$ cat src/include/mm_defs.svh
`ifndef MM_DEFS_SVH
`define MM_DEFS_SVH

// Datapath geometry
`define MM_WIDTH      32
`define MM_DIGIT      8
`define MM_DIGITS     4
`define MM_QDELAY     1
`define MM_ROWS       6
`define MM_COLS       5
`define MM_COL_WIDTH  24

// 6 array rows plus 2 carry resolve stages
`define MM_LATENCY    8

// Modulus 2^31-1 and its derived constants
`define MM_MODULUS    32'h7fff_ffff
// (M+1)/2^16, M' is 1 since M is -1 mod 2^16
`define MM_MPP        32'h0000_8000
// 2^40 mod M
`define MM_R_MOD      32'h0000_0200
// 2^80 mod M
`define MM_R2_MOD     32'h0004_0000

`define MM_EXP_BITS   32

`endif
$ cat src/design/mm_pkg.sv
`include "mm_defs.svh"

package mm_pkg;

    typedef logic [`MM_WIDTH-1:0]     mm_word_t;
    typedef logic [`MM_DIGIT-1:0]     mm_digit_t;
    typedef logic [`MM_COL_WIDTH-1:0] mm_col_t;

    typedef enum logic {
        op_mul,
        op_exp
    } mm_op_t;

    // Controller states
    typedef enum logic [3:0] {
        st_idle,
        st_to_mont,
        st_wait_conv,
        st_mul,
        st_step,
        st_wait_step,
        st_from_mont,
        st_wait_out,
        st_reduce
    } exp_state_t;

    // Register a product is written back to
    typedef enum logic [1:0] {
        tag_acc,
        tag_base,
        tag_none
    } mm_tag_t;

endpackage

$ cat src/design/mod_exp_top.sv
module mod_exp_top (
    input  logic             clk,
    input  logic             reset,
    input  logic             start,
    input  mm_pkg::mm_op_t   op,
    input  mm_pkg::mm_word_t operand_a,
    input  mm_pkg::mm_word_t operand_b,
    output logic             busy,
    output logic             done,
    output mm_pkg::mm_word_t result
);

    mm_pkg::exp_state_t state;
    mm_pkg::mm_tag_t    mul_tag;
    mm_pkg::mm_tag_t    prod_tag;
    mm_pkg::mm_word_t   mul_a;
    mm_pkg::mm_word_t   mul_b;
    mm_pkg::mm_word_t   prod;
    logic               mul_issue;
    logic               prod_valid;
    logic               issue_second;
    logic               step_advance;
    logic               load;
    logic               bit_now;
    logic               last_step;

    exp_fsm u_fsm (
        .clk          (clk),
        .reset        (reset),
        .start        (start),
        .op           (op),
        .prod_valid   (prod_valid),
        .prod_tag     (prod_tag),
        .bit_now      (bit_now),
        .last_step    (last_step),
        .state        (state),
        .mul_issue    (mul_issue),
        .mul_tag      (mul_tag),
        .issue_second (issue_second),
        .step_advance (step_advance),
        .load         (load),
        .busy         (busy),
        .done         (done)
    );

    exp_bit_counter u_counter (
        .clk          (clk),
        .reset        (reset),
        .load         (load),
        .exponent     (operand_b),
        .step_advance (step_advance),
        .bit_now      (bit_now),
        .last_step    (last_step)
    );

    exp_regfile u_regfile (
        .clk          (clk),
        .reset        (reset),
        .load         (load),
        .op           (op),
        .operand_a    (operand_a),
        .operand_b    (operand_b),
        .sel          (state),
        .issue_second (issue_second),
        .prod         (prod),
        .prod_valid   (prod_valid),
        .prod_tag     (prod_tag),
        .mul_a        (mul_a),
        .mul_b        (mul_b),
        .result       (result)
    );

    qpmm_multiplier u_mult (
        .clk        (clk),
        .reset      (reset),
        .issue      (mul_issue),
        .a          (mul_a),
        .b          (mul_b),
        .tag        (mul_tag),
        .prod       (prod),
        .prod_valid (prod_valid),
        .prod_tag   (prod_tag)
    );

endmodule

$ cat src/design/exp_fsm.sv
module exp_fsm (
    input  logic               clk,
    input  logic               reset,
    input  logic               start,
    input  mm_pkg::mm_op_t     op,
    input  logic               prod_valid,
    input  mm_pkg::mm_tag_t    prod_tag,
    input  logic               bit_now,
    input  logic               last_step,
    output mm_pkg::exp_state_t state,
    output logic               mul_issue,
    output mm_pkg::mm_tag_t    mul_tag,
    output logic               issue_second,
    output logic               step_advance,
    output logic               load,
    output logic               busy,
    output logic               done
);

    mm_pkg::exp_state_t state_next;
    mm_pkg::mm_op_t     op_q;
    logic               second;
    logic               second_next;
    // Products still in the multiplier
    logic [1:0]         pend;

    always_ff @(posedge clk) begin
        if (reset) begin
            state  <= mm_pkg::st_idle;
            second <= 1'b0;
            pend   <= '0;
            done   <= 1'b0;
            op_q   <= mm_pkg::op_mul;
        end else begin
            state  <= state_next;
            second <= second_next;
            pend   <= pend + 2'(mul_issue) - 2'(prod_valid);
            done   <= (state == mm_pkg::st_reduce);
            if (load)
                op_q <= op;
        end
    end

    ////////////////////
    // Next state
    ////////////////////
    always_comb begin
        state_next   = state;
        second_next  = 1'b0;
        mul_issue    = 1'b0;
        mul_tag      = mm_pkg::tag_none;
        step_advance = 1'b0;
        load         = 1'b0;
        case (state)
            mm_pkg::st_idle: begin
                if (start) begin
                    load       = 1'b1;
                    state_next = mm_pkg::st_to_mont;
                end
            end
            mm_pkg::st_to_mont: begin
                // base first, acc only for op_mul
                mul_issue = 1'b1;
                mul_tag   = second ? mm_pkg::tag_acc : mm_pkg::tag_base;
                if (op_q == mm_pkg::op_mul && !second)
                    second_next = 1'b1;
                else
                    state_next = mm_pkg::st_wait_conv;
            end
            mm_pkg::st_wait_conv: begin
                if (pend == '0)
                    state_next = (op_q == mm_pkg::op_mul) ? mm_pkg::st_mul : mm_pkg::st_step;
            end
            mm_pkg::st_mul: begin
                mul_issue  = 1'b1;
                mul_tag    = mm_pkg::tag_acc;
                state_next = mm_pkg::st_wait_step;
            end
            mm_pkg::st_step: begin
                mul_issue = 1'b1;
                mul_tag   = second ? mm_pkg::tag_acc : mm_pkg::tag_base;
                if (!second && bit_now)
                    second_next = 1'b1;
                else
                    state_next = mm_pkg::st_wait_step;
            end
            mm_pkg::st_wait_step: begin
                if (pend == '0) begin
                    if (op_q == mm_pkg::op_mul || last_step) begin
                        state_next = mm_pkg::st_from_mont;
                    end else begin
                        step_advance = 1'b1;
                        state_next   = mm_pkg::st_step;
                    end
                end
            end
            mm_pkg::st_from_mont: begin
                mul_issue  = 1'b1;
                mul_tag    = mm_pkg::tag_acc;
                state_next = mm_pkg::st_wait_out;
            end
            mm_pkg::st_wait_out: begin
                if (pend == '0)
                    state_next = mm_pkg::st_reduce;
            end
            mm_pkg::st_reduce: state_next = mm_pkg::st_idle;
            default:           state_next = mm_pkg::st_idle;
        endcase
    end

    assign issue_second = second;
    assign busy         = (state != mm_pkg::st_idle);

    a_done_pulse: assert property (@(posedge clk) disable iff (reset)
        done |=> !done);
    a_no_idle_issue: assert property (@(posedge clk) disable iff (reset)
        state == mm_pkg::st_idle |-> !mul_issue);
    // Only the back conversion can return while waiting for the output
    a_out_tag: assert property (@(posedge clk) disable iff (reset)
        prod_valid && state == mm_pkg::st_wait_out |-> prod_tag == mm_pkg::tag_acc);

endmodule

$ cat src/design/exp_regfile.sv
`include "mm_defs.svh"

module exp_regfile (
    input  logic                clk,
    input  logic                reset,
    input  logic                load,
    input  mm_pkg::mm_op_t      op,
    input  mm_pkg::mm_word_t    operand_a,
    input  mm_pkg::mm_word_t    operand_b,
    input  mm_pkg::exp_state_t  sel,
    input  logic                issue_second,
    input  mm_pkg::mm_word_t    prod,
    input  logic                prod_valid,
    input  mm_pkg::mm_tag_t     prod_tag,
    output mm_pkg::mm_word_t    mul_a,
    output mm_pkg::mm_word_t    mul_b,
    output mm_pkg::mm_word_t    result
);

    mm_pkg::mm_word_t acc;
    mm_pkg::mm_word_t base;

    ////////////////////
    // Registers
    ////////////////////
    always_ff @(posedge clk) begin
        if (load) begin
            if (op == mm_pkg::op_exp) begin
                // Montgomery one, no conversion needed
                acc  <= `MM_R_MOD;
                base <= operand_a;
            end else begin
                acc  <= operand_a;
                base <= operand_b;
            end
        end else if (prod_valid) begin
            case (prod_tag)
                mm_pkg::tag_acc:  acc  <= prod;
                mm_pkg::tag_base: base <= prod;
                default: ;
            endcase
        end
    end

    // Final reduction, acc is below 2M here
    always_ff @(posedge clk) begin
        if (sel == mm_pkg::st_reduce)
            result <= (acc >= `MM_MODULUS) ? acc - `MM_MODULUS : acc;
    end

    ////////////////////
    // Operand select
    ////////////////////
    always_comb begin
        case (sel)
            mm_pkg::st_to_mont: begin
                mul_a = issue_second ? acc : base;
                mul_b = `MM_R2_MOD;
            end
            mm_pkg::st_step: begin
                // Square first, then acc*base with the old base
                mul_a = issue_second ? acc : base;
                mul_b = base;
            end
            mm_pkg::st_from_mont: begin
                mul_a = acc;
                mul_b = `MM_WIDTH'(1);
            end
            default: begin
                mul_a = acc;
                mul_b = base;
            end
        endcase
    end

    a_result_reduced: assert property (@(posedge clk) disable iff (reset)
        sel == mm_pkg::st_reduce |=> result < `MM_MODULUS);

endmodule

$ cat src/design/exp_bit_counter.sv
`include "mm_defs.svh"

module exp_bit_counter (
    input  logic             clk,
    input  logic             reset,
    input  logic             load,
    input  mm_pkg::mm_word_t exponent,
    input  logic             step_advance,
    output logic             bit_now,
    output logic             last_step
);

    mm_pkg::mm_word_t                shreg;
    logic [$clog2(`MM_EXP_BITS)-1:0] steps_left;

    always_ff @(posedge clk) begin
        if (reset) begin
            shreg      <= '0;
            steps_left <= '0;
        end else if (load) begin
            shreg      <= exponent;
            steps_left <= $clog2(`MM_EXP_BITS)'(`MM_EXP_BITS - 1);
        end else if (step_advance) begin
            // LSB first
            shreg      <= shreg >> 1;
            steps_left <= steps_left - 1'b1;
        end
    end

    assign bit_now   = shreg[0];
    assign last_step = (steps_left == '0);

endmodule

$ cat src/design/qpmm_multiplier.sv
`include "mm_defs.svh"

module qpmm_multiplier (
    input  logic             clk,
    input  logic             reset,
    input  logic             issue,
    input  mm_pkg::mm_word_t a,
    input  mm_pkg::mm_word_t b,
    input  mm_pkg::mm_tag_t  tag,
    output mm_pkg::mm_word_t prod,
    output logic             prod_valid,
    output mm_pkg::mm_tag_t  prod_tag
);

    // Operand delay lines, stage k feeds row k
    mm_pkg::mm_word_t a_pipe [1:`MM_DIGITS-1];
    mm_pkg::mm_word_t b_pipe [1:`MM_DIGITS-1];

    // Registered redundant sums after each row
    mm_pkg::mm_col_t s [1:`MM_ROWS][`MM_COLS];

    logic [`MM_LATENCY-1:0] vld_pipe;
    mm_pkg::mm_tag_t        tag_pipe [`MM_LATENCY];

    always_ff @(posedge clk) begin
        a_pipe[1] <= a;
        b_pipe[1] <= b;
        for (int k = 2; k < `MM_DIGITS; k++) begin
            a_pipe[k] <= a_pipe[k-1];
            b_pipe[k] <= b_pipe[k-1];
        end
    end

    ////////////////////
    // Systolic rows
    ////////////////////
    for (genvar i = 0; i < `MM_ROWS; i++) begin : g_row
        mm_pkg::mm_col_t   cur [`MM_COLS];
        mm_pkg::mm_col_t   ab  [`MM_COLS];
        mm_pkg::mm_col_t   nxt [`MM_COLS];
        mm_pkg::mm_digit_t q;

        if (i == 0) begin : g_first
            always_comb begin
                for (int j = 0; j < `MM_COLS; j++) begin
                    cur[j] = '0;
                    ab[j] = '0;
                    if (j < `MM_DIGITS)
                        ab[j] = `MM_COL_WIDTH'(a[`MM_DIGIT*j +: `MM_DIGIT] * b[`MM_DIGIT-1:0]);
                end
            end
        end else if (i < `MM_DIGITS) begin : g_mid
            always_comb begin
                for (int j = 0; j < `MM_COLS; j++) begin
                    cur[j] = s[i][j];
                    ab[j] = '0;
                    if (j < `MM_DIGITS)
                        ab[j] = `MM_COL_WIDTH'(a_pipe[i][`MM_DIGIT*j +: `MM_DIGIT]
                                * b_pipe[i][`MM_DIGIT*i +: `MM_DIGIT]);
                end
            end
        end else begin : g_tail
            // Upper digits of b are zero, quotient term only
            always_comb begin
                for (int j = 0; j < `MM_COLS; j++) begin
                    cur[j] = s[i][j];
                    ab[j] = '0;
                end
            end
        end

        // Quotient digit of this row, already exact in column 0
        assign q = cur[0][`MM_DIGIT-1:0];

        always_comb begin
            for (int j = 0; j < `MM_COLS; j++) begin
                if (j == 0)
                    nxt[j] = cur[1] + (cur[0] >> `MM_DIGIT);
                else if (j + 1 < `MM_COLS)
                    nxt[j] = cur[j+1];
                else
                    nxt[j] = '0;
                if (j >= 1 && j - 1 < `MM_DIGITS)
                    nxt[j] = nxt[j] + `MM_COL_WIDTH'(q
                             * `MM_DIGIT'(`MM_MPP >> (`MM_DIGIT * (j - 1))));
                nxt[j] = nxt[j] + ab[j];
            end
        end

        always_ff @(posedge clk) begin
            s[i+1] <= nxt;
        end
    end

    qpmm_carry_resolve u_resolve (
        .clk     (clk),
        .columns (s[`MM_ROWS]),
        .result  (prod)
    );

    // Valid and tag follow the products through the array
    always_ff @(posedge clk) begin
        if (reset) begin
            vld_pipe <= '0;
        end else begin
            vld_pipe <= {vld_pipe[`MM_LATENCY-2:0], issue};
        end
    end

    always_ff @(posedge clk) begin
        tag_pipe[0] <= tag;
        for (int k = 1; k < `MM_LATENCY; k++)
            tag_pipe[k] <= tag_pipe[k-1];
    end

    assign prod_valid = vld_pipe[`MM_LATENCY-1];
    assign prod_tag   = tag_pipe[`MM_LATENCY-1];

    a_valid_tag: assert property (@(posedge clk) disable iff (reset)
        prod_valid |-> prod_tag != mm_pkg::tag_none);

endmodule

$ cat src/design/qpmm_carry_resolve.sv
`include "mm_defs.svh"

module qpmm_carry_resolve (
    input  logic             clk,
    input  mm_pkg::mm_col_t  columns [`MM_COLS],
    output mm_pkg::mm_word_t result
);

    localparam int HALF = (`MM_COLS + 1) / 2;

    logic [2*`MM_WIDTH-1:0] lo_comb;
    logic [2*`MM_WIDTH-1:0] hi_comb;
    logic [2*`MM_WIDTH-1:0] lo_sum;
    logic [2*`MM_WIDTH-1:0] hi_sum;

    // Weighted sums of the lower and upper column groups
    always_comb begin
        lo_comb = '0;
        hi_comb = '0;
        for (int j = 0; j < `MM_COLS; j++) begin
            if (j < HALF)
                lo_comb = lo_comb + ((2*`MM_WIDTH)'(columns[j]) << (`MM_DIGIT * j));
            else
                hi_comb = hi_comb
                          + ((2*`MM_WIDTH)'(columns[j]) << (`MM_DIGIT * (j - HALF)));
        end
    end

    always_ff @(posedge clk) begin
        lo_sum <= lo_comb;
        hi_sum <= hi_comb;
    end

    // Second stage, the final shifted add
    always_ff @(posedge clk) begin
        result <= `MM_WIDTH'(lo_sum + (hi_sum << (`MM_DIGIT * HALF)));
    end

endmodule

$ cat config.mk
export PLATFORM = sky130hd
export DESIGN_NAME = mod_exp_top
export DESIGN_NICKNAME = d
export VERILOG_FILES = /design/src/design/mm_pkg.sv /design/src/design/mod_exp_top.sv /design/src/design/exp_fsm.sv /design/src/design/exp_regfile.sv /design/src/design/exp_bit_counter.sv /design/src/design/qpmm_multiplier.sv /design/src/design/qpmm_carry_resolve.sv
export VERILOG_INCLUDE_DIRS = /design/src /design/src/include
export SDC_FILE = /design/constraint.sdc
export NUM_CORES = 2
export LEC_CHECK = 0
export BUFFER_PORTS_ARGS = -buffer_cell sky130_fd_sc_hd__buf_2
export CORE_UTILIZATION = 60
export CTS_CLUSTER_SIZE = 40
export DETAILED_ROUTE_END_ITERATION = 10
export PLACE_DENSITY = 0.77
export SLEW_MARGIN = 0
export SYNTH_ARGS = -nofsm -noshare
export SYNTH_HDL_FRONTEND = slang
export SYNTH_SLANG_ARGS = --single-unit
$ cat constraint.sdc
create_clock -name clk -period 10 [get_ports clk]
set_input_delay 2 -clock clk [delete_from_list [all_inputs] [get_ports clk]]
set_output_delay 2 -clock clk [all_outputs]
set_load 0.01 [all_outputs]
==> impl_metrics.env <==
export IMPL_status="finished clean"
export IMPL_antenna_found_initial=5
export IMPL_drcViolationCount=0
export IMPL_yosys_warnings=0
export IMPL_slew_limit_headroom_pct=29.1
export IMPL_cts_setup_buffers=0
export IMPL_crit_reg2reg_capture="u_mult.s[1][15]"
export IMPL_die_h_um=326
export IMPL_n_fill_cell=8261
export IMPL_finClkSkew_ps=65.3
export IMPL_port_buffers=101
export IMPL_yosys_top_cells_area="fa_1 (24%), dfxtp_1 (22%), ha_1 (15%)"
export IMPL_slowest_stage="mux2i_1"
export IMPL_yosysSeqAreaShare_pct=26.2
export IMPL_hold_buffers=0
export IMPL_synth_main_ff_cell="dfxtp_1"
export IMPL_grt_pass1_wl_mm=252
export IMPL_synth_cell_type_count=75
export IMPL_syn_num_nets=8223
export IMPL_r2r_cells=22
export IMPL_io_pin_count=102
export IMPL_cts_buffers=85
export IMPL_dieArea_mm2=0.107
export IMPL_critPathMaxFanout=40
export IMPL_cts_root_buf="clkbuf_16"
export IMPL_rrSetupSlack_ps=3120
export IMPL_fmax_mhz=145
export IMPL_cp_depth=22
export IMPL_critPathTopFamily="adder cells"
export IMPL_avgViaCountPerCell=5.47
export IMPL_grt_pass1_vias=45682
export IMPL_rsz0062_at_grt="false"
export IMPL_area_growth_pct=7.88
export IMPL_yosys_area_top_type="fa_1"
export IMPL_yosys_register_bits=779
export IMPL_tightestPinTransition_ps=1050
export IMPL_gp_congestion=0.927
export IMPL_rows=118
export IMPL_routed_wl_mm=161
export IMPL_grt_max_degree=104
export IMPL_first_iter_violations=3064
export IMPL_final_antenna_net_count=0
export IMPL_overflow=0
export IMPL_mostFrequentLayoutCell="inv_1"
export IMPL_maxCapViolations=0
export IMPL_path_clk_slew_ps=60
export IMPL_final_core_util_pct=65.6
export IMPL_cp_start_kind="register"
export IMPL_via_count=44723
export IMPL_drv_slew=0
export IMPL_final_layout_size_suffix_gt1_share_pct=4.80
export IMPL_cp_num_buf_inv=5
export IMPL_crit_end="u_mult.s[1][15]"
export IMPL_critical_path_endpoint_type="register"
export IMPL_final_nets=8300
export IMPL_insertion_delay_ps=700
export IMPL_worstSetupStartpoint="u_fsm.state[0]"
export IMPL_ctsResizeCount=0
export IMPL_period_share_pct=68.8
export IMPL_hold_path_class="register to register"
export IMPL_r2r_start="u_fsm.state[0]"
export IMPL_synth_top_cell_area_share_pct=23.9
export IMPL_hold_viol_final=0
export IMPL_drtPass1Iterations=6
export IMPL_critical_path_required_ps=10550
export IMPL_path_cells="xor2_1, nand2b_1, nor3_4, buf_4, mux2i_1, inv_1, nand2_1, fa_1, fa_1, inv_1, fa_1, inv_1, fa_1, inv_1, ha_1, o21a_1, o31a_1, o211ai_1, a21oi_1, a2111oi_2, a21oi_1, xnor2_1"
export IMPL_final_setup_viol_count=0
export IMPL_synthCells=6645
export IMPL_netlist_area_mm2=0.0632
export IMPL_grt_total_usage_pct=30.6
export IMPL_wl_per_cell_um=19.7
export IMPL_dp_hpwl_mm=128
export IMPL_arrival_ps=7420
export IMPL_cts_tree="built"
export IMPL_syn_mean_instance_area_um2=9.51
export IMPL_slowest_delay_ps=810
export IMPL_htreeDepth=3
export IMPL_postSynth_asyncResetShare_pct=0
export IMPL_final_min_clock_period_ps=6880
export IMPL_cts_sinks=779
export IMPL_finalSetupTns_ps=0
export IMPL_core_area_mm2=0.104
export IMPL_die_w_um=326
export IMPL_start_util_pct=60.8
export IMPL_cts_path_max_buffers=3
export IMPL_crit_type="register to register"
export IMPL_synth_edf_count=96
export IMPL_mostFrequentLayoutCells="inv_1 (1369), fa_1 (755), ha_1 (755), dfxtp_1 (682), nand2_1 (603)"
synthesized netlist by cell type, drive strengths merged (4+ instances only):
| library cell | n |
|---|---|
| o211ai | 15 |
| a41oi | 5 |
| o21ai | 175 |
| o21bai | 16 |
| a41o | 4 |
| a2111oi | 6 |
| xor2 | 67 |
| dfxtp | 683 |
| fa | 755 |
| xnor2 | 206 |
| nand2b | 67 |
| and4 | 7 |
| a211oi | 64 |
| nor2 | 393 |
| mux2i | 98 |
| or2 | 8 |
| o22ai | 4 |
| ha | 755 |
| buf | 18 |
| a21oi | 211 |
| a221oi | 4 |
| nor2b | 48 |
| a31oi | 18 |
| a31o | 5 |
| or3 | 11 |
| inv | 1369 |
| o31a | 7 |
| clkbuf | 135 |
| nand2 | 604 |
| nand3 | 50 |
| edfxtp | 96 |
| a211o | 12 |
| and3 | 13 |
| nor3b | 6 |
| and2 | 442 |
| o31ai | 11 |
| o21a | 58 |
| nand4 | 20 |
| a21boi | 9 |
| nor3 | 57 |
| o41ai | 5 |
| nor4 | 11 |
| a21o | 68 |
kinds of logic (layout without fill, tap and decap cells):
logic type | after synthesis | after routing | share of synthesized area, %
multiplexers | 99 | 99 | 1.57
buffers and inverters | 1522 | 1672 | 9.09
adder cells (fa/ha/maj) | 1510 | 1510 | 38.9
AO/OA/AOI/OAI | 720 | 720 | 7.25
flip-flops | 779 | 779 | 26.2
XOR/XNOR | 273 | 273 | 3.79
AND/OR/NAND/NOR | 1742 | 1742 | 13.2
other | 0 | 2 | 0
worst min-delay path by stage:
stage / start / endpoint / slack [ps] / cells past startpoint
final: u_mult.b_pipe[0][54] / u_mult.b_pipe[0][86] / 280 / 0
after global routing: u_mult.b_pipe[0][54] / u_mult.b_pipe[0][86] / 280 / 0
after CTS: u_mult.b_pipe[0][54] / u_mult.b_pipe[0][86] / 280 / 0
after detailed placement: u_mult.u_resolve.lo_sum[13] / u_mult.u_resolve.result[13] / 310 / 0
after global placement: u_mult.b_pipe[0][88] / u_mult.b_pipe[0][120] / 310 / 0
after floorplan: u_mult.b_pipe[0][88] / u_mult.b_pipe[0][120] / 310 / 0
flip-flops by register name (all words and copies together) (netlist names):
name                     cells
u_mult.u_resolve.lo_sum     32
u_mult.vld_pipe              8
u_regfile.acc               32
u_mult.b_pipe               48
u_counter.steps_left         5
u_fsm.issue_second           1
u_mult.tag_pipe             16
u_regfile.base              32
u_counter.shreg             32
u_regfile.result            32
u_mult.a_pipe               96
u_fsm.done                   1
u_fsm.op_q                   1
u_fsm.state                  4
u_mult.s                   405
u_mult.u_resolve.result     32
u_fsm.pend                   2
layout make-up:
class | instances | area (um^2) | area share [%]
Clock buffer | 109 | 2340 | 3.43
Multi-Input combinational cell | 4344 | 40900 | 60.0
Clock inverter | 51 | 654 | 0.960
Timing Repair Buffer | 143 | 821 | 1.20
Inverter | 1369 | 5140 | 7.54
Sequential cell | 779 | 16600 | 24.3
Tap cell | 1380 | 1730 | 2.53
Antenna cell | 2 | 5.00 | 0.00734
routing by layer:
layer	vias up	share of wire (%)	global-route usage, %
met2	1498	47	50.2
met4	2	5.6	15.2
li1	20862	-	-
met5	-	0.0093	0
met1	21995	41	39.6
met3	366	6.6	4.83
through the flow:
stage	area, um^2	setup slack (ps)	hold WS [ps]	instances
5_1_grt	68100	2600	279	8175
6_report	68100	3120	279	8177
3_3_place_gp	65100	3270	311	8015
3_5_place_dp	65100	3190	312	8015
2_1_floorplan	63200	4460	310	6645
4_1_cts	68100	3110	277	8175
Power is left out: the tool's default activity adds up to more than one toggle a clock period on the data nets, which glitch-free logic cannot reach.
